[config.mk]
export PLATFORM = sky130hd
export DESIGN_NAME = vid_ctrl_top
export DESIGN_NICKNAME = d
export VERILOG_FILES = /design/src/vid_pkg.sv /design/src/host_cmd_decode.sv /design/src/sync_pol_fix.sv /design/src/vid_cfg_regs.sv /design/src/vid_ctrl_top.sv /design/src/win_calc.sv
export VERILOG_INCLUDE_DIRS = /design/src
export SDC_FILE = /design/constraint.sdc
export NUM_CORES = 2
export LEC_CHECK = 0
export BUFFER_PORTS_ARGS = -buffer_cell sky130_fd_sc_hd__buf_2
export CORE_ASPECT_RATIO = 0.8
export CORE_MARGIN = 4
export CORE_UTILIZATION = 35
export DETAILED_ROUTE_END_ITERATION = 12
export SYNTH_ARGS = -nofsm -noshare
export SYNTH_HDL_FRONTEND = slang
export SYNTH_SLANG_ARGS = --single-unit
export TNS_END_PERCENT = 30
[constraint.sdc]
create_clock -name clk_sys -period 54 [get_ports clk_sys]
set_clock_uncertainty 0.2 [all_clocks]
set_input_delay 2.7 -clock clk_sys [delete_from_list [all_inputs] [get_ports clk_sys]]
set_output_delay 2.7 -clock clk_sys [all_outputs]
set_load 0.03 [all_outputs]
[src/vid_settings.svh]
// video shell settings: widths, command codes and reset defaults
`ifndef VID_SETTINGS_SVH
`define VID_SETTINGS_SVH

//////////////////////////////////////////////////////////////////////
// data path widths
//////////////////////////////////////////////////////////////////////

// pixel or line coordinate
`define VID_COORD_W 12

// host word from the command channel
`define VID_IO_W 16

// one aspect ratio term, arx or ary
`define VID_ASPECT_W 8

// audio attenuation field
`define VID_VOL_W 5

// board leds
`define VID_LED_W 8

// sync run length counters
`define VID_SYNC_CNT_W 16

// command byte and data word index
`define VID_CMD_W 8
`define VID_IDX_W 4

//////////////////////////////////////////////////////////////////////
// reset defaults, 1080p active area
//////////////////////////////////////////////////////////////////////

`define VID_DEF_WIDTH  1920
`define VID_DEF_HEIGHT 1080

//////////////////////////////////////////////////////////////////////
// host command codes
//////////////////////////////////////////////////////////////////////

`define VID_CMD_CFG    8'h01
`define VID_CMD_TIMING 8'h20
`define VID_CMD_LED    8'h25
`define VID_CMD_VOL    8'h26
`define VID_CMD_VSET   8'h27
`define VID_CMD_HSET   8'h37

`endif

[src/vid_pkg.sv]
// shared types of the video control shell: coordinates, host words, commands
package vid_pkg;

`include "vid_settings.svh"

	// one pixel or line position
	typedef logic [`VID_COORD_W-1:0] coord_t;

	// raw word from the host channel
	typedef logic [`VID_IO_W-1:0] io_word_t;

	// aspect ratio term from the core
	typedef logic [`VID_ASPECT_W-1:0] aspect_t;

	// index of a data word after the command byte
	typedef logic [`VID_IDX_W-1:0] word_idx_t;

	// command byte, codes outside this list are ignored
	typedef enum logic [`VID_CMD_W-1:0] {
		CMD_CFG    = `VID_CMD_CFG,
		CMD_TIMING = `VID_CMD_TIMING,
		CMD_LED    = `VID_CMD_LED,
		CMD_VOL    = `VID_CMD_VOL,
		CMD_VSET   = `VID_CMD_VSET,
		CMD_HSET   = `VID_CMD_HSET
	} cmd_e;

endpackage

[src/host_cmd_decode.sv]
// host command decoder: splits the word stream into a command and indexed writes
`timescale 1ns/10ps

`include "vid_settings.svh"

module host_cmd_decode (
	input  logic                clk_sys,
	input  logic                resetd,
	input  logic                i_io_sel,
	input  logic                i_io_strobe,
	input  vid_pkg::io_word_t   i_io_din,
	output logic                o_wr,
	output vid_pkg::cmd_e       o_cmd,
	output vid_pkg::word_idx_t  o_idx,
	output vid_pkg::io_word_t   o_data
);

	import vid_pkg::*;

	logic      has_cmd;
	cmd_e      cmd_q;
	word_idx_t cnt;

	//////////////////////////////////////////////////////////////////////
	// control: command flag, word counter, write strobe
	//////////////////////////////////////////////////////////////////////

	always_ff @(posedge clk_sys) begin
		if (resetd) begin
			has_cmd <= 1'b0;
			cnt     <= '0;
			o_wr    <= 1'b0;
		end else begin
			o_wr <= 1'b0;
			if (!i_io_sel) begin
				// select dropped, next word is a new command
				has_cmd <= 1'b0;
			end else if (i_io_strobe) begin
				if (!has_cmd) begin
					has_cmd <= 1'b1;
					cnt     <= '0;
				end else begin
					o_wr <= 1'b1;
					// index saturates, later words reuse the last one
					if (cnt != '1) begin
						cnt <= cnt + 1'b1;
					end
				end
			end
		end
	end

	//////////////////////////////////////////////////////////////////////
	// payload: latched command and the outgoing write
	//////////////////////////////////////////////////////////////////////

	always_ff @(posedge clk_sys) begin
		if (i_io_sel && i_io_strobe) begin
			if (!has_cmd) begin
				// unknown codes pass through and match no register
				cmd_q <= cmd_e'(i_io_din[`VID_CMD_W-1:0]);
			end else begin
				o_cmd  <= cmd_q;
				o_idx  <= cnt;
				o_data <= i_io_din;
			end
		end
	end

endmodule

[src/sync_pol_fix.sv]
// sync polarity fixer: measures high and low runs and outputs active-high sync
`timescale 1ns/10ps

`include "vid_settings.svh"

module sync_pol_fix (
	input  logic clk_sys,
	input  logic resetd,
	input  logic i_sync_raw,
	output logic o_sync
);

	logic                       s1, s2;
	logic [`VID_SYNC_CNT_W-1:0] cnt;
	logic [`VID_SYNC_CNT_W-1:0] high_len, low_len;
	logic                       high_seen, low_seen;
	logic                       pol;

	always_ff @(posedge clk_sys) begin
		if (resetd) begin
			s1        <= 1'b0;
			s2        <= 1'b0;
			cnt       <= '0;
			high_len  <= '0;
			low_len   <= '0;
			high_seen <= 1'b0;
			low_seen  <= 1'b0;
			pol       <= 1'b0;
		end else begin
			s1 <= i_sync_raw;
			s2 <= s1;
			if (s1 != s2) begin
				cnt <= '0;
			end else if (cnt != '1) begin
				cnt <= cnt + 1'b1;
			end
			// rising edge ends a low run, falling edge a high run
			if (s1 && !s2) begin
				low_len  <= cnt;
				low_seen <= 1'b1;
			end
			if (!s1 && s2) begin
				high_len  <= cnt;
				high_seen <= 1'b1;
			end
			// longer high run means the sync pulse is the low part
			if (high_seen && low_seen) begin
				pol <= high_len > low_len;
			end
		end
	end

	assign o_sync = i_sync_raw ^ pol;

endmodule

[src/vid_cfg_regs.sv]
// configuration registers of the video shell with led override and recalc strobe
`timescale 1ns/10ps

`include "vid_settings.svh"

module vid_cfg_regs (
	input  logic                   clk_sys,
	input  logic                   resetd,
	input  logic                   i_wr,
	input  vid_pkg::cmd_e          i_cmd,
	input  vid_pkg::word_idx_t     i_idx,
	input  vid_pkg::io_word_t      i_data,
	input  logic [`VID_LED_W-1:0]  i_led_status,
	output vid_pkg::io_word_t      o_cfg,
	output logic [`VID_VOL_W-1:0]  o_vol_att,
	output logic [`VID_LED_W-1:0]  o_led,
	output vid_pkg::coord_t        o_width,
	output vid_pkg::coord_t        o_height,
	output vid_pkg::coord_t        o_vset,
	output vid_pkg::coord_t        o_hset,
	output logic                   o_freescale,
	output logic                   o_recalc
);

	import vid_pkg::*;

	// timing command word positions that survive
	localparam word_idx_t IDX_WIDTH  = word_idx_t'(0);
	localparam word_idx_t IDX_HEIGHT = word_idx_t'(4);

	logic [`VID_LED_W-1:0] led_ovr;
	logic [`VID_LED_W-1:0] led_state;
	coord_t                wr_coord;
	logic                  geo_wr;
	logic                  recalc_pend;

	assign wr_coord = i_data[`VID_COORD_W-1:0];

	//////////////////////////////////////////////////////////////////////
	// geometry change detect
	//////////////////////////////////////////////////////////////////////

	// timing words only count when the value really changes
	always_comb begin
		geo_wr = 1'b0;
		if (i_wr) begin
			case (i_cmd)
				CMD_TIMING: begin
					geo_wr = ((i_idx == IDX_WIDTH) && (wr_coord != o_width)) ||
						((i_idx == IDX_HEIGHT) && (wr_coord != o_height));
				end
				CMD_VSET, CMD_HSET: geo_wr = 1'b1;
				default: geo_wr = 1'b0;
			endcase
		end
	end

	//////////////////////////////////////////////////////////////////////
	// register writes
	//////////////////////////////////////////////////////////////////////

	always_ff @(posedge clk_sys) begin
		if (resetd) begin
			o_cfg       <= '0;
			o_vol_att   <= '0;
			led_ovr     <= '0;
			led_state   <= '0;
			o_width     <= coord_t'(`VID_DEF_WIDTH);
			o_height    <= coord_t'(`VID_DEF_HEIGHT);
			o_vset      <= '0;
			o_hset      <= '0;
			o_freescale <= 1'b0;
			// pending at reset gives the one start-up recalc
			recalc_pend <= 1'b1;
			o_recalc    <= 1'b0;
		end else begin
			recalc_pend <= geo_wr;
			o_recalc    <= recalc_pend;
			if (i_wr) begin
				case (i_cmd)
					CMD_CFG: o_cfg <= i_data;
					CMD_TIMING: begin
						if (i_idx == IDX_WIDTH) begin
							o_width <= wr_coord;
						end
						if (i_idx == IDX_HEIGHT) begin
							o_height <= wr_coord;
						end
					end
					CMD_LED: begin
						led_ovr   <= i_data[8 +: `VID_LED_W];
						led_state <= i_data[0 +: `VID_LED_W];
					end
					CMD_VOL:  o_vol_att <= i_data[`VID_VOL_W-1:0];
					CMD_VSET: o_vset <= wr_coord;
					CMD_HSET: begin
						o_freescale <= i_data[`VID_IO_W-1];
						o_hset      <= wr_coord;
					end
					default: ;
				endcase
			end
		end
	end

	// per-bit led mux, host state wins where overridden
	assign o_led = (led_ovr & led_state) | (~led_ovr & i_led_status);

endmodule

[src/vid_ctrl_top.sv]
// video control shell top: host decode, config registers, window calc, sync fixers
`timescale 1ns/10ps

`include "vid_settings.svh"

module vid_ctrl_top (
	input  logic                   clk_sys,
	input  logic                   resetd,
	input  logic                   i_io_sel,
	input  logic                   i_io_strobe,
	input  vid_pkg::io_word_t      i_io_din,
	input  vid_pkg::aspect_t       i_arx,
	input  vid_pkg::aspect_t       i_ary,
	input  logic [`VID_LED_W-1:0]  i_led_status,
	input  logic                   i_hs_raw,
	input  logic                   i_vs_raw,
	output vid_pkg::io_word_t      o_cfg,
	output logic [`VID_VOL_W-1:0]  o_vol_att,
	output logic [`VID_LED_W-1:0]  o_led,
	output vid_pkg::coord_t        o_hmin,
	output vid_pkg::coord_t        o_hmax,
	output vid_pkg::coord_t        o_vmin,
	output vid_pkg::coord_t        o_vmax,
	output logic                   o_win_valid,
	output logic                   o_hs,
	output logic                   o_vs
);

	import vid_pkg::*;

	logic      wr;
	cmd_e      cmd;
	word_idx_t idx;
	io_word_t  data;
	coord_t    width, height, vset, hset;
	logic      freescale;
	logic      recalc;

	//////////////////////////////////////////////////////////////////////
	// command path: decode, execute, result
	//////////////////////////////////////////////////////////////////////

	host_cmd_decode u_host_cmd_decode (
		.clk_sys     (clk_sys),
		.resetd      (resetd),
		.i_io_sel    (i_io_sel),
		.i_io_strobe (i_io_strobe),
		.i_io_din    (i_io_din),
		.o_wr        (wr),
		.o_cmd       (cmd),
		.o_idx       (idx),
		.o_data      (data)
	);

	vid_cfg_regs u_vid_cfg_regs (
		.clk_sys      (clk_sys),
		.resetd       (resetd),
		.i_wr         (wr),
		.i_cmd        (cmd),
		.i_idx        (idx),
		.i_data       (data),
		.i_led_status (i_led_status),
		.o_cfg        (o_cfg),
		.o_vol_att    (o_vol_att),
		.o_led        (o_led),
		.o_width      (width),
		.o_height     (height),
		.o_vset       (vset),
		.o_hset       (hset),
		.o_freescale  (freescale),
		.o_recalc     (recalc)
	);

	win_calc u_win_calc (
		.clk_sys     (clk_sys),
		.resetd      (resetd),
		.i_start     (recalc),
		.i_width     (width),
		.i_height    (height),
		.i_vset      (vset),
		.i_hset      (hset),
		.i_freescale (freescale),
		.i_arx       (i_arx),
		.i_ary       (i_ary),
		.o_hmin      (o_hmin),
		.o_hmax      (o_hmax),
		.o_vmin      (o_vmin),
		.o_vmax      (o_vmax),
		.o_win_valid (o_win_valid)
	);

	// one fixer per sync line
	sync_pol_fix u_hs_fix (
		.clk_sys    (clk_sys),
		.resetd     (resetd),
		.i_sync_raw (i_hs_raw),
		.o_sync     (o_hs)
	);

	sync_pol_fix u_vs_fix (
		.clk_sys    (clk_sys),
		.resetd     (resetd),
		.i_sync_raw (i_vs_raw),
		.o_sync     (o_vs)
	);

endmodule

[src/win_calc.sv]
// display window calculator: aspect-corrected, centred window from the active size
`timescale 1ns/10ps

`include "vid_settings.svh"

module win_calc (
	input  logic             clk_sys,
	input  logic             resetd,
	input  logic             i_start,
	input  vid_pkg::coord_t  i_width,
	input  vid_pkg::coord_t  i_height,
	input  vid_pkg::coord_t  i_vset,
	input  vid_pkg::coord_t  i_hset,
	input  logic             i_freescale,
	input  vid_pkg::aspect_t i_arx,
	input  vid_pkg::aspect_t i_ary,
	output vid_pkg::coord_t  o_hmin,
	output vid_pkg::coord_t  o_hmax,
	output vid_pkg::coord_t  o_vmin,
	output vid_pkg::coord_t  o_vmax,
	output logic             o_win_valid
);

	import vid_pkg::*;

	localparam int PROD_W = `VID_COORD_W + `VID_ASPECT_W;

	logic [2:0]        state;
	coord_t            width_q, height_q, vset_q, hset_q;
	logic              fs_q;
	aspect_t           arx_q, ary_q;
	logic              use_ar;
	coord_t            eff_w, eff_h;
	logic [PROD_W-1:0] wcalc, hcalc;
	coord_t            vid_w, vid_h;
	coord_t            hoff, voff, hmax_r, vmax_r;

	// state 0 idle, 1..7 busy, valid follows state 7
	always_ff @(posedge clk_sys) begin
		if (resetd) begin
			state       <= 3'd0;
			o_win_valid <= 1'b0;
		end else begin
			o_win_valid <= 1'b0;
			if (i_start) begin
				state <= 3'd1;
			end else if (state != 3'd0) begin
				state <= state + 3'd1;
				if (state == 3'd7) begin
					o_win_valid <= 1'b1;
				end
			end
		end
	end

	//////////////////////////////////////////////////////////////////////
	// data path, one step per state
	//////////////////////////////////////////////////////////////////////

	always_ff @(posedge clk_sys) begin
		if (i_start) begin
			width_q  <= i_width;
			height_q <= i_height;
			vset_q   <= i_vset;
			hset_q   <= i_hset;
			fs_q     <= i_freescale;
			arx_q    <= i_arx;
			ary_q    <= i_ary;
		end else begin
			case (state)
				3'd1: begin
					// clamp to the size limits
					eff_h  <= (vset_q != '0 && vset_q < height_q) ? vset_q : height_q;
					eff_w  <= (hset_q != '0 && hset_q < width_q) ? hset_q : width_q;
					use_ar <= (arx_q != '0) && (ary_q != '0) && !fs_q;
				end
				3'd2: begin
					if (use_ar) begin
						wcalc <= eff_h * arx_q;
						hcalc <= eff_w * ary_q;
					end else begin
						wcalc <= PROD_W'(eff_w);
						hcalc <= PROD_W'(eff_h);
					end
				end
				3'd3: begin
					if (use_ar) begin
						wcalc <= wcalc / ary_q;
						hcalc <= hcalc / arx_q;
					end
				end
				3'd4: begin
					vid_w <= (wcalc > PROD_W'(eff_w)) ? eff_w : wcalc[`VID_COORD_W-1:0];
					vid_h <= (hcalc > PROD_W'(eff_h)) ? eff_h : hcalc[`VID_COORD_W-1:0];
				end
				3'd5: begin
					// centre inside the full active area
					hoff <= (width_q - vid_w) >> 1;
					voff <= (height_q - vid_h) >> 1;
				end
				3'd6: begin
					hmax_r <= hoff + vid_w - 1'b1;
					vmax_r <= voff + vid_h - 1'b1;
				end
				3'd7: begin
					o_hmin <= hoff;
					o_hmax <= hmax_r;
					o_vmin <= voff;
					o_vmax <= vmax_r;
				end
				default: ;
			endcase
		end
	end

endmodule
==> flow_summary_export.csv <==
group,metric,value,unit
routing,first_pass_iters,5,
yosys,syn_inst,4814,
clock_tree,cts_num_sinks,486,
placement,port-buffer-count,123,
critical_path,arrival,49.39,ns
run,drv_cap,0,
timing,rsz0062_at_grt,"no",
critical_path,critPathRequiredTime,54.08,ns
layout,syn_to_final_growth,9.113,%
layout,final_layout_size_suffix_gt1_share,9.096,%
floorplanning,die_area,128900,sq um
global_routing,grt_pass1_wl,185400,um
clock_tree,cts-root-buf,"clkbuf_16",
global_routing,grt_overflow,0,
clock_tree,cts_buffers,46,
floorplanning,io_pins,126,
global_routing,antenna_found_initial,6,
layout,n_antenna_cell,0,
floorplanning,initial_core_util,35.49,%
critical_path,crit_type,"register to register",
critical_path,cp-end-kind,"register",
layout,seqCellArea,12560,sq um
layout,fin_nets,5524,
floorplanning,design.core.area,121500,sq um
routing,drtAntennaViolNets,0,
yosys,async_flop_share,0,%
timing,final_hold_viol_count,0,
timing,post-route-period-util,91.32,%
timing,finalSetupViolCount,0,
min_path,hold_path_startpoint,"u_vid_cfg_regs.o_freescale",
timing,fin_setup_tns,0,ns
clock_tree,clock_path_buffers,3,
yosys,synth_cell_types,117,
placement,gp_congestion,0.9051,
routing,viasPerCell,5.355,
run_status,outcome,"finished clean",
layout,multi_input_area,28380,sq um
routing,drc,0,
timing,min_period,49.31,ns
routing,wl_per_cell,17.76,um
global_routing,grt_max_degree,91,
floorplanning,die_h,322.0,um
clock_tree,clock_latency,0.63,ns
critical_path,slowest_stage,"edfxtp_1",
critical_path,r2r_start,"u_win_calc.arx_q[6]",
timing,max_freq,20.28,MHz
critical_path,start_kind,"register",
timing,max_slew_margin,21.71,%
clock_tree,cts_tree,"yes",
yosys,avgSynthCellArea,8.958,sq um
routing,vias,34900,
critical_path,max_stage_delay,0.70,ns
critical_path,cp-startpoint,"u_win_calc.arx_q[6]",
layout,stdcell_count,6516,
timing,slew_violations,0,
global_routing,grt_pass1_vias,33410,
floorplanning,placementRows,114,
placement,placed_cells,6430,
yosys,synth-main-ff-cell,"edfxtp_1",
floorplanning,dieWidth,400.4,um
routing,drt_wl_total,115700,um
yosys,yosysSeqAreaShare,29.11,%
placement,dp_hpwl,89020,um
timing,worstMarginPinSlew,1.173,ns
clock_tree,clk_pin_slew_worst_paths,0.07,ns
clock_tree,h-tree-depth,2,
layout,stdcell_area,47050,sq um
critical_path,cp_max_fo,18,
critical_path,crit_top_cell,"o21a_1",
yosys,synth_area,43120,sq um
clock_tree,post_cts.repair.setup_buffers,0,
layout,fillers,12270,
global_routing,grt_usage,17.50,%
yosys,synth.ff_latch_count,486,
placement,postPlaceCellArea,45420,sq um
yosys,yosysWarnings,0,
clock_tree,holdBufCountCts,0,
layout,finish.utilization,38.72,%
min_path,hold_class,"register to register",
clock_tree,cts_resized,0,
yosys,synth_edf_count,282,
routing,drt_first_iter_violations,2574,
## cell usage after synthesis, types with 8 or more instances
cell	count	area share, %
ha_1	500	15
nor2_1	494	4.3
inv_1	400	3.5
nand2_1	389	3.4
edfxtp_1	282	20
a21oi_1	248	2.9
dfxtp_1	204	9.5
o21ai_0	200	2.3
nor3_1	178	2.1
mux2i_1	171	4.0
o21a_1	159	2.8
clkbuf_1	151	1.3
xnor2_1	143	2.9
fa_1	124	5.8
mux2_2	89	2.3
xor2_1	84	1.7
a21o_1	82	1.4
nand3_1	67	0.78
o31ai_1	62	1.1
nand2b_1	57	0.83
nor2b_1	57	0.83
nand4_1	51	0.74
and2_1	43	0.62
o21bai_1	36	0.63
or3_1	35	0.51
o211ai_1	34	0.59
or2_2	34	0.49
and3_1	31	0.45
nor4_1	29	0.42
a31oi_1	28	0.41
a211oi_1	26	0.45
a211o_1	18	0.37
o22ai_1	14	0.20
and4_1	12	0.24
a21boi_0	10	0.17
a22o_1	9	0.18
buf_2	9	0.10
nand4b_1	9	0.18
o211a_1	9	0.21
a31o_2	8	0.16
nor3b_1	8	0.14
o21ai_1	8	0.093
o31a_1	8	0.16
## metrics by stage
step,hold WS [ns],setup slack [ns]
after floorplan,0.2003,12.47
after global placement,0.2031,4.473
after detailed placement,0.2057,4.641
after CTS,0.2024,4.318
after global routing,0.2303,0.1878
final,0.2095,4.687
## state kept, by name (all words and copies together) (netlist names), 16 cells and up
signal and cells:
u_host_cmd_decode.o_data 16, u_hs_fix.cnt 16, u_hs_fix.high_len 16, u_hs_fix.low_len 16, u_vid_cfg_regs.o_cfg 16, u_vs_fix.cnt 16
u_vs_fix.high_len 16, u_vs_fix.low_len 16, u_win_calc.hcalc 20, u_win_calc.wcalc 20
## critical path, delay by kind of cell, from the launching register on
kind	cells	cell delay, ns
buf+inv	3	0.24
simple gates	58	15.47
mux	3	1.18
fa+ha+maj	19	5.66
flops	1	0.70
compound gates	108	25.49
## cells by family (layout without fill, tap and decap cells)
family	after synthesis	count (layout)	synth area share, %
AO/OA/AOI/OAI	1075	1075	16.88
XOR/XNOR	227	227	4.610
adder cells (fa/ha/maj)	626	626	20.31
buffers and inverters	582	659	5.223
flip-flops	486	486	29.11
multiplexers	262	262	6.351
other	1	2	0.008696
AND/OR/NAND/NOR	1555	1555	17.51
## final timing paths
| kind | end | slack, ns | cells after the start |
|---|---|---|---|
| min reg2reg | u_win_calc.fs_q | 0.21 | 0 |
| max reg2reg | u_win_calc.hcalc[0] | 4.69 | 191 |
| max | u_win_calc.hcalc[0] | 4.69 | 191 |
| min | u_win_calc.fs_q | 0.21 | 0 |
## routing by layer
layer | GRT usage, % | routed length, um | vias to the layer above | share of wire (%)
met5 | 0 | 12 | - | 0.010
met4 | 3.837 | 2457 | 2 | 2.1
met3 | 3.066 | 7021 | 140 | 6.1
met2 | 26.46 | 48470 | 832 | 42
met1 | 25.99 | 57760 | 16610 | 50
li1 | - | - | 17310 | -
## layout by cell type, fill, tap and decap left out, types with 10 or more instances in the layout
cell         n
o31ai_1     62
buf_4       44
buf_2      122
nand4_1     51
o21bai_1    36
nor2b_1     56
nand3_1     67
nand2_1    389
nor3_1     177
edfxtp_1   282
clkbuf_1    12
or3_1       35
a21oi_1    248
ha_1       500
mux2_2      89
a21o_1      82
and3_1      31
a21boi_0    10
a211oi_1    25
a31oi_1     28
inv_1      400
mux2i_1    171
a211o_1     18
clkbuf_16   49
o211ai_1    34
nor4_1      28
dfxtp_1    203
or2_2       34
nor2_1     491
xnor2_1    143
o21ai_0    200
o21a_1     159
fa_1       124
o22ai_1     14
and2_1      43
and4_1      12
nand2b_1    57
xor2_1      84
## layout make-up
| class | instances | area share (%) |
|---|---|---|
| well taps | 1624 | 4.318 |
| clock inverters | 20 | 0.5850 |
| flip-flops and latches | 486 | 26.68 |
| repair buffers | 166 | 2.000 |
| clock buffers | 66 | 2.848 |
| multi-input cells | 3747 | 60.32 |
| inverters | 407 | 3.247 |
Power is not shown: default switching activity piles up to over one toggle a cycle in this logic, so the estimate is an artifact.
